### config.mk
export PLATFORM = sky130hd
export DESIGN_NAME = bcfg_top
export DESIGN_NICKNAME = d
export VERILOG_FILES = /design/src/logic/bcfg_pkg.sv /design/src/logic/host_bus_bridge.sv /design/src/logic/bcfg_regs.sv /design/src/logic/io_port.sv /design/src/logic/bcfg_top.sv
export SDC_FILE = /design/constraint.sdc
export NUM_CORES = 1
export LEC_CHECK = 0
export BUFFER_PORTS_ARGS = -buffer_cell sky130_fd_sc_hd__buf_2
export CAP_MARGIN = 40
export CORE_MARGIN = 4
export CORE_UTILIZATION = 50
export DETAILED_ROUTE_END_ITERATION = 8
export GPL_ROUTABILITY_DRIVEN = 0
export PLACE_DENSITY_LB_ADDON = 0.12
export SYNTH_ARGS = -nofsm -noshare
export SYNTH_HDL_FRONTEND = slang
export SYNTH_SLANG_ARGS = --single-unit
### constraint.sdc
create_clock -name sysclk -period 4.1 [get_ports sysclk]
set_input_delay 0.82 -clock sysclk [delete_from_list [all_inputs] [get_ports sysclk]]
set_output_delay 0.82 -clock sysclk [all_outputs]
set_load 0.03 [all_outputs]
### src/logic/bcfg_pkg.sv
package bcfg_pkg;

    // register bus widths
    typedef logic [15:0] reg_addr_t;   // quadlet address
    typedef logic [31:0] reg_data_t;   // one quadlet

    // host port opcodes
    typedef enum logic [1:0] {
        OP_READ      = 2'd0,   // single quadlet read
        OP_WRITE     = 2'd1,   // single quadlet write
        OP_BLK_START = 2'd2,   // set block pointer from addr
        OP_BLK_DATA  = 2'd3    // one quadlet into the block buffer
    } host_op_e;

    // request as held by the host while req is high
    typedef struct packed {
        host_op_e  op;
        reg_addr_t addr;
        reg_data_t wdata;
    } host_req_t;

    // bridge to register block, same signal set as the board bus
    typedef struct packed {
        reg_addr_t raddr;       // held for the whole transaction
        reg_addr_t waddr;
        reg_data_t wdata;
        logic      wen;         // quadlet write strobe
        logic      blk_wen;     // block data strobe
        logic      blk_wstart;  // block start strobe
    } reg_bus_t;

    // address map
    localparam reg_addr_t ADDR_STATUS  = 16'h0000;  // id, version, sizes
    localparam reg_addr_t ADDR_IO_DIR  = 16'h0001;  // 1 = pin drives
    localparam reg_addr_t ADDR_IO_OUT  = 16'h0002;  // output levels
    localparam reg_addr_t ADDR_IO_IN   = 16'h0003;  // synchronized inputs, read only
    localparam reg_addr_t ADDR_CHG_CNT = 16'h0004;  // write anything to clear
    localparam reg_addr_t BLK_BASE     = 16'h0100;  // block buffer window

    // firmware version reported in the status word
    localparam logic [7:0] BCFG_VERSION = 8'h21;

endpackage

### src/logic/host_bus_bridge.sv
`timescale 1ns/1ns

module host_bus_bridge (
    input  logic                sysclk,
    input  logic                arst_n,
    input  logic                req,        // four-phase request
    input  bcfg_pkg::host_req_t host_req,
    output logic                ack,
    output bcfg_pkg::reg_data_t rdata,
    output bcfg_pkg::reg_bus_t  reg_bus,
    input  bcfg_pkg::reg_data_t reg_rdata   // combinational from raddr
);
    import bcfg_pkg::*;

    typedef enum logic [1:0] {
        IDLE,
        EXEC,      // strobe on the bus
        CAPTURE,   // read data settles
        ACK        // hold ack until req drops
    } state_e;

    state_e    state;
    state_e    state_nxt;
    logic      ack_nxt;
    host_req_t req_q;      // latched request
    logic      op_wen;
    logic      op_blk_wen;
    logic      op_blk_start;

    always_comb begin
        state_nxt = state;
        ack_nxt   = ack;
        case (state)
            IDLE:    if (req) state_nxt = EXEC;
            EXEC:    state_nxt = CAPTURE;
            CAPTURE: state_nxt = ACK;
            ACK: begin
                if (req) begin
                    ack_nxt = 1'b1;   // rises one edge into ACK
                end else begin
                    ack_nxt   = 1'b0;
                    state_nxt = IDLE;
                end
            end
            default: state_nxt = IDLE;
        endcase
    end

    always_ff @(posedge sysclk or negedge arst_n) begin
        if (!arst_n) begin
            state <= IDLE;
            ack   <= 1'b0;
        end else begin
            state <= state_nxt;
            ack   <= ack_nxt;
        end
    end

    // request latch and read data capture
    always_ff @(posedge sysclk) begin
        if (state == IDLE && req)
            req_q <= host_req;      // taken on the edge that leaves IDLE
        if (state == CAPTURE)
            rdata <= reg_rdata;
    end

    // one strobe per op, reads only present the address
    always_comb begin
        op_wen       = 1'b0;
        op_blk_wen   = 1'b0;
        op_blk_start = 1'b0;
        case (req_q.op)
            OP_READ:      ;
            OP_WRITE:     op_wen       = 1'b1;
            OP_BLK_START: op_blk_start = 1'b1;
            OP_BLK_DATA:  op_blk_wen   = 1'b1;
            default:      ;
        endcase
    end

    always_comb begin
        reg_bus.raddr      = req_q.addr;
        reg_bus.waddr      = req_q.addr;    // block start takes offset from here
        reg_bus.wdata      = req_q.wdata;
        reg_bus.wen        = (state == EXEC) && op_wen;
        reg_bus.blk_wen    = (state == EXEC) && op_blk_wen;
        reg_bus.blk_wstart = (state == EXEC) && op_blk_start;
    end

endmodule

### src/logic/bcfg_regs.sv
`timescale 1ns/1ns

module bcfg_regs #(
    parameter int IO_WIDTH  = 16,   // connector pins, 1..32
    parameter int BLK_DEPTH = 8     // block buffer quadlets, power of two
) (
    input  logic                    sysclk,
    input  logic                    arst_n,
    input  logic [3:0]              board_id,   // rotary switch value
    input  bcfg_pkg::reg_bus_t      reg_bus,
    output bcfg_pkg::reg_data_t     reg_rdata,
    output logic [IO_WIDTH-1:0]     io_dir,
    output logic [IO_WIDTH-1:0]     io_out,
    output logic                    chg_clr,
    input  logic [IO_WIDTH-1:0]     io_sync,
    input  logic [15:0]             chg_cnt
);
    import bcfg_pkg::*;

    // at least one pointer bit even for a single entry
    localparam int PTR_W = (BLK_DEPTH > 1) ? $clog2(BLK_DEPTH) : 1;
    localparam logic [PTR_W-1:0] PTR_MASK = PTR_W'(BLK_DEPTH - 1);

    reg_data_t       blk_mem [BLK_DEPTH];
    logic [PTR_W-1:0] blk_ptr;   // next write slot
    reg_addr_t       wr_off;     // waddr relative to buffer window
    reg_addr_t       rd_off;
    logic            blk_hit;    // raddr inside the window
    logic [PTR_W-1:0] rd_idx;

    assign wr_off = reg_bus.waddr - BLK_BASE;
    assign rd_off = reg_bus.raddr - BLK_BASE;
    assign blk_hit = (reg_bus.raddr >= BLK_BASE) && (rd_off < reg_addr_t'(BLK_DEPTH));
    assign rd_idx = rd_off[PTR_W-1:0] & PTR_MASK;

    // clear strobe straight to the counter, same edge as the write
    assign chg_clr = reg_bus.wen && (reg_bus.waddr == ADDR_CHG_CNT);

    // I/O configuration
    always_ff @(posedge sysclk or negedge arst_n) begin
        if (!arst_n) begin
            io_dir <= '0;   // all pins input
            io_out <= '0;
        end else if (reg_bus.wen) begin
            if (reg_bus.waddr == ADDR_IO_DIR)
                io_dir <= reg_bus.wdata[IO_WIDTH-1:0];
            if (reg_bus.waddr == ADDR_IO_OUT)
                io_out <= reg_bus.wdata[IO_WIDTH-1:0];
        end
    end

    // block pointer, wraps at BLK_DEPTH
    always_ff @(posedge sysclk or negedge arst_n) begin
        if (!arst_n) begin
            blk_ptr <= '0;
        end else if (reg_bus.blk_wstart) begin
            blk_ptr <= wr_off[PTR_W-1:0] & PTR_MASK;
        end else if (reg_bus.blk_wen) begin
            if (32'(blk_ptr) == BLK_DEPTH - 1)
                blk_ptr <= '0;
            else
                blk_ptr <= blk_ptr + 1'b1;
        end
    end

    always_ff @(posedge sysclk) begin
        if (reg_bus.blk_wen)
            blk_mem[blk_ptr] <= reg_bus.wdata;
    end

    // read mux, purely from raddr
    always_comb begin
        reg_rdata = '0;
        if (blk_hit) begin
            reg_rdata = blk_mem[rd_idx];
        end else begin
            case (reg_bus.raddr)
                ADDR_STATUS:  reg_rdata = {8'(BLK_DEPTH), 8'(IO_WIDTH),
                                           BCFG_VERSION, 4'h0, board_id};
                ADDR_IO_DIR:  reg_rdata = reg_data_t'(io_dir);
                ADDR_IO_OUT:  reg_rdata = reg_data_t'(io_out);
                ADDR_IO_IN:   reg_rdata = reg_data_t'(io_sync);
                ADDR_CHG_CNT: reg_rdata = reg_data_t'(chg_cnt);
                default:      reg_rdata = '0;   // unmapped
            endcase
        end
    end

endmodule

### src/logic/io_port.sv
`timescale 1ns/1ns

module io_port #(
    parameter int IO_WIDTH = 16
) (
    input  logic                sysclk,
    input  logic                arst_n,
    input  logic [IO_WIDTH-1:0] io_dir,     // 1 = drive the pin
    input  logic [IO_WIDTH-1:0] io_out,
    input  logic                chg_clr,    // one-cycle clear
    output logic [IO_WIDTH-1:0] io_sync,
    output logic [15:0]         chg_cnt,
    output logic [IO_WIDTH-1:0] io_oe,      // to pad wrapper
    output logic [IO_WIDTH-1:0] io_drive,
    input  logic [IO_WIDTH-1:0] io_in       // asynchronous pins
);

    logic [IO_WIDTH-1:0] in_meta;     // first synchronizer stage
    logic [IO_WIDTH-1:0] sync_prev;   // io_sync one cycle back
    logic                in_changed;

    // output path, one register toward the pads
    always_ff @(posedge sysclk or negedge arst_n) begin
        if (!arst_n) begin
            io_oe    <= '0;
            io_drive <= '0;
        end else begin
            io_oe    <= io_dir;
            io_drive <= io_out;
        end
    end

    // two-flop synchronizer
    always_ff @(posedge sysclk or negedge arst_n) begin
        if (!arst_n) begin
            in_meta   <= '0;
            io_sync   <= '0;
            sync_prev <= '0;
        end else begin
            in_meta   <= io_in;
            io_sync   <= in_meta;
            sync_prev <= io_sync;
        end
    end

    assign in_changed = (io_sync != sync_prev);

    // saturating change counter, clear has priority
    always_ff @(posedge sysclk or negedge arst_n) begin
        if (!arst_n)
            chg_cnt <= '0;
        else if (chg_clr)
            chg_cnt <= '0;
        else if (in_changed && chg_cnt != 16'hFFFF)
            chg_cnt <= chg_cnt + 16'd1;
    end

endmodule

### src/logic/bcfg_top.sv
`timescale 1ns/1ns

module bcfg_top #(
    parameter int IO_WIDTH  = 16,
    parameter int BLK_DEPTH = 8
) (
    input  logic                sysclk,
    input  logic                arst_n,
    input  logic [3:0]          board_id,
    input  logic                req,
    input  bcfg_pkg::host_req_t host_req,
    output logic                ack,
    output bcfg_pkg::reg_data_t rdata,
    output logic [IO_WIDTH-1:0] io_oe,      // connector, split for simulation
    output logic [IO_WIDTH-1:0] io_drive,
    input  logic [IO_WIDTH-1:0] io_in
);
    import bcfg_pkg::*;

    reg_bus_t            reg_bus;     // bridge to registers
    reg_data_t           reg_rdata;
    logic [IO_WIDTH-1:0] io_dir;
    logic [IO_WIDTH-1:0] io_out;
    logic [IO_WIDTH-1:0] io_sync;
    logic                chg_clr;
    logic [15:0]         chg_cnt;

    host_bus_bridge bridge_i (
        .sysclk    (sysclk),
        .arst_n    (arst_n),
        .req       (req),
        .host_req  (host_req),
        .ack       (ack),
        .rdata     (rdata),
        .reg_bus   (reg_bus),
        .reg_rdata (reg_rdata)
    );

    bcfg_regs #(
        .IO_WIDTH  (IO_WIDTH),
        .BLK_DEPTH (BLK_DEPTH)
    ) regs_i (
        .sysclk    (sysclk),
        .arst_n    (arst_n),
        .board_id  (board_id),
        .reg_bus   (reg_bus),
        .reg_rdata (reg_rdata),
        .io_dir    (io_dir),
        .io_out    (io_out),
        .chg_clr   (chg_clr),
        .io_sync   (io_sync),
        .chg_cnt   (chg_cnt)
    );

    io_port #(
        .IO_WIDTH (IO_WIDTH)
    ) io_i (
        .sysclk   (sysclk),
        .arst_n   (arst_n),
        .io_dir   (io_dir),
        .io_out   (io_out),
        .chg_clr  (chg_clr),
        .io_sync  (io_sync),
        .chg_cnt  (chg_cnt),
        .io_oe    (io_oe),
        .io_drive (io_drive),
        .io_in    (io_in)
    );

endmodule

==> flow_metrics.tcl <==
set metrics [dict create \
    dp.cells 1488 \
    cts_resized 0 \
    die-area_um2 38100 \
    p_switching_mw 2.94 \
    min_period_over_period 0.725 \
    wl_met1_um 15900 \
    path_class "flop to flop" \
    grt_pass1_wl_um 56800 \
    endpoint_kind "flop" \
    fmax_ghz 0.337 \
    ys_seq_elements 472 \
    numCtsBuffers 48 \
    swShare 0.251 \
    clockRootBuffer "clkbuf_16" \
    synth_nets 996 \
    tightest_slew_ns 0.868 \
    required_ns 4.55 \
    worst-path-max-fanout 17 \
    grt_usage 0.196 \
    crit_path_start_kind "flop" \
    crit_arrival_ns 3.42 \
    synth_edf_count 338 \
    wirelength_um 36700 \
    top_layer "met4" \
    hpwl_um 22200 \
    syn2layout_area_growth_pct 16.9 \
    instances_no_fill 1573 \
    ys_top_cells_by_count "338 x edfxtp_1, 134 x dfrtp_1, 56 x mux4_2" \
    clkPwrFrac 0.377 \
    met3_length_um 1920 \
    maxCapViolations 0 \
    fp.dieH_um 195 \
    status "finished clean" \
    insertion_delay_ns 0.57 \
    finalSetupTns_ns 0 \
    syn_area_um2 17500 \
    cts_tree "done" \
    min_path_type "input pin to asynchronous set/reset pin" \
    timing.final.ws_setup_ns 1.13 \
    wl_per_cell_um 23.3 \
    antenna_found_initial 0 \
    first_iter_violations 507 \
    synth.avg_cell_area_um2 19.2 \
    ctsHoldBuffers 0 \
    die_w_um 195 \
    htree_levels 2 \
    seq_area_frac_synth 0.770 \
    fin_skew_ns 0.0175 \
    drcViolationCount 0 \
    yosys.area.top_type_share 0.579 \
    p_seq_frac 0.506 \
    peakVddDrop_uv 427 \
    via_per_inst 5.59 \
    rsz0062_at_grt "false" \
    grt_max_degree 87 \
    internal_power_mw 8.80 \
    core_area_um2 34500 \
    postSynthCellCount 915 \
    vias 8786 \
    totalPowerFinal_mw 11.7 \
    overflow 0 \
    final.min_clock_period_ns 2.97 \
    ys.flop_type "edfxtp_1" \
    final-hold-violation-count 0 \
    slew-limit-headroom 0.421 \
    yosys.area.top_type "edfxtp_1" \
    r2r_end "regs_i.io_dir[0]" \
    rr_startpoint "bridge_i.reg_bus[48]" \
    synthArstFlopShare 0.284 \
    rows 68 \
    ios 138 \
    portBuffers 137 \
    ant_nets 0 \
    preCtsSetupSlack_ns 1.10 \
    power_frac_comb 0.117 \
    clock_path_buffers 3 \
    p_leak_nw 7.68 \
    worstRegToRegCells 5 \
    clkSinkCount 472 \
    yosysMostFrequentCell "edfxtp_1" \
    setup_viol 0 \
    antenna_cells 0 \
    wl_met2_um 17900 \
    drt_first_pass_iters 7 \
    powerDensity_nw_per_um2 573 \
    initial_utilization 0.507 \
    post_cts_buffers 0 \
    yosysWarnings 0 \
    synthTopCellsByArea "edfxtp_1 58%, dfrtp_1 19%, mux4_2 7.2%" \
    fin_nets 1164 \
    clk_pin_slew_worst_paths_ns 0.06 \
    drive_above_1_share 0.305 \
    finalMaxSlewViolations 0 \
    grt_pass1_vias 9294 \
    synth.distinct_cells 46 \
    r2r_slack_ns 1.13 \
]
==> power by group through the flow <==
stage	clock [mW]	combinational, mW	sequential [mW]
floorplan	0	0.688	6.18
global placement	0	1.39	6.04
detailed placement	0	1.41	6.05
CTS	4.53	1.41	5.95
global route	4.73	1.51	6.00
finish	4.42	1.37	5.94
==> how the worst max path moves through the flow <==
| stage | start | end | slack [ns] | cells past startpoint |
|---|---|---|---|---|
| floorplan | bridge_i.state[1] | regs_i.blk_mem[1][0] | 0.28 | 6 |
| global placement | bridge_i.reg_bus[48] | bridge_i.rdata[11] | 1.15 | 5 |
| detailed placement | bridge_i.reg_bus[48] | regs_i.io_dir[5] | 1.10 | 5 |
| CTS | bridge_i.reg_bus[48] | regs_i.io_dir[0] | 1.09 | 5 |
| global route | bridge_i.reg_bus[48] | regs_i.io_dir[1] | 0.96 | 5 |
| finish | bridge_i.reg_bus[48] | regs_i.io_dir[0] | 1.13 | 5 |
==> through the flow <==
stage / util / hold slack, ns / instance area, um^2
finish: 0.593 / 0.319 / 20500
detailed placement: 0.547 / 0.335 / 18900
global route: 0.593 / 0.317 / 20500
floorplan: - / 0.331 / 17500
global placement: 0.544 / 0.333 / 18800
CTS: 0.593 / 0.316 / 20500
==> logic make-up after synthesis <==
logic type / after synthesis / synth area share
compound gates: 96 / 0.0372
xor+xnor: 16 / 0.00799
fa+ha+maj: 8 / 0.00571
buf+inv: 51 / 0.0158
flops: 472 / 0.770
mux: 134 / 0.120
simple gates: 138 / 0.0430
==> cell type report <==
cell class,count,area [um^2]
well taps,455,569
repair buffers,166,1010
clock buffers,68,1420
multi-input cells,392,3790
inverters,3,11.3
fillers,2597,14000
flip-flops and latches,472,13500
clock inverters,17,201
==> state kept, by name, indices dropped and copies added (netlist names) <==
name and flops:
io_i.io_sync 16, regs_i.blk_mem 256, io_i.sync_prev 16, io_i.io_drive 16, bridge_i.reg_bus 48, bridge_i.req_q 2
bridge_i.state 2, regs_i.blk_ptr 3, io_i.io_oe 16, bridge_i.ack 1, bridge_i.rdata 32, io_i.chg_cnt 16
io_i.in_meta 16, regs_i.io_dir 16, regs_i.io_out 16
==> routing by layer <==
| metal | GRT usage | up-vias |
|---|---|---|
| li1 | - | 3955 |
| met1 | 0.276 | 4533 |
| met2 | 0.314 | 234 |
| met3 | 0.0407 | 64 |
| met4 | 0.0582 | 0 |
| met5 | 0 | - |
==> critical path, stage by stage (launching register included) <==
cell	delay, ns
edfxtp_1	0.36
or4_1	0.72
nor4_4	0.32
buf_4	0.29
and2_1	0.75
mux2_2	0.41
==> placed cells by master (no fill, tap or decap), types with 7 or more instances in the layout <==
cell       netlist  final
clkbuf_1        18     10
a22oi_1          7      7
o211ai_1        13     13
or4_1           12     12
a222oi_1        11     11
nand2_1         28     28
edfxtp_1       338    338
clkbuf_16        0     52
dfrtp_1        134    134
mux2i_1         29     29
buf_4            2     21
mux4_2          56     56
ha_1             8      7
nand3_1         18     18
buf_2           18    136
or3_1            9      9
mux2_2          29     29
mux2_1          20     20
nor2_1          33     27
xnor2_1         16     16
o21ai_0         20     20
a21oi_1         25     25
Power figures use the tool's default switching activity.
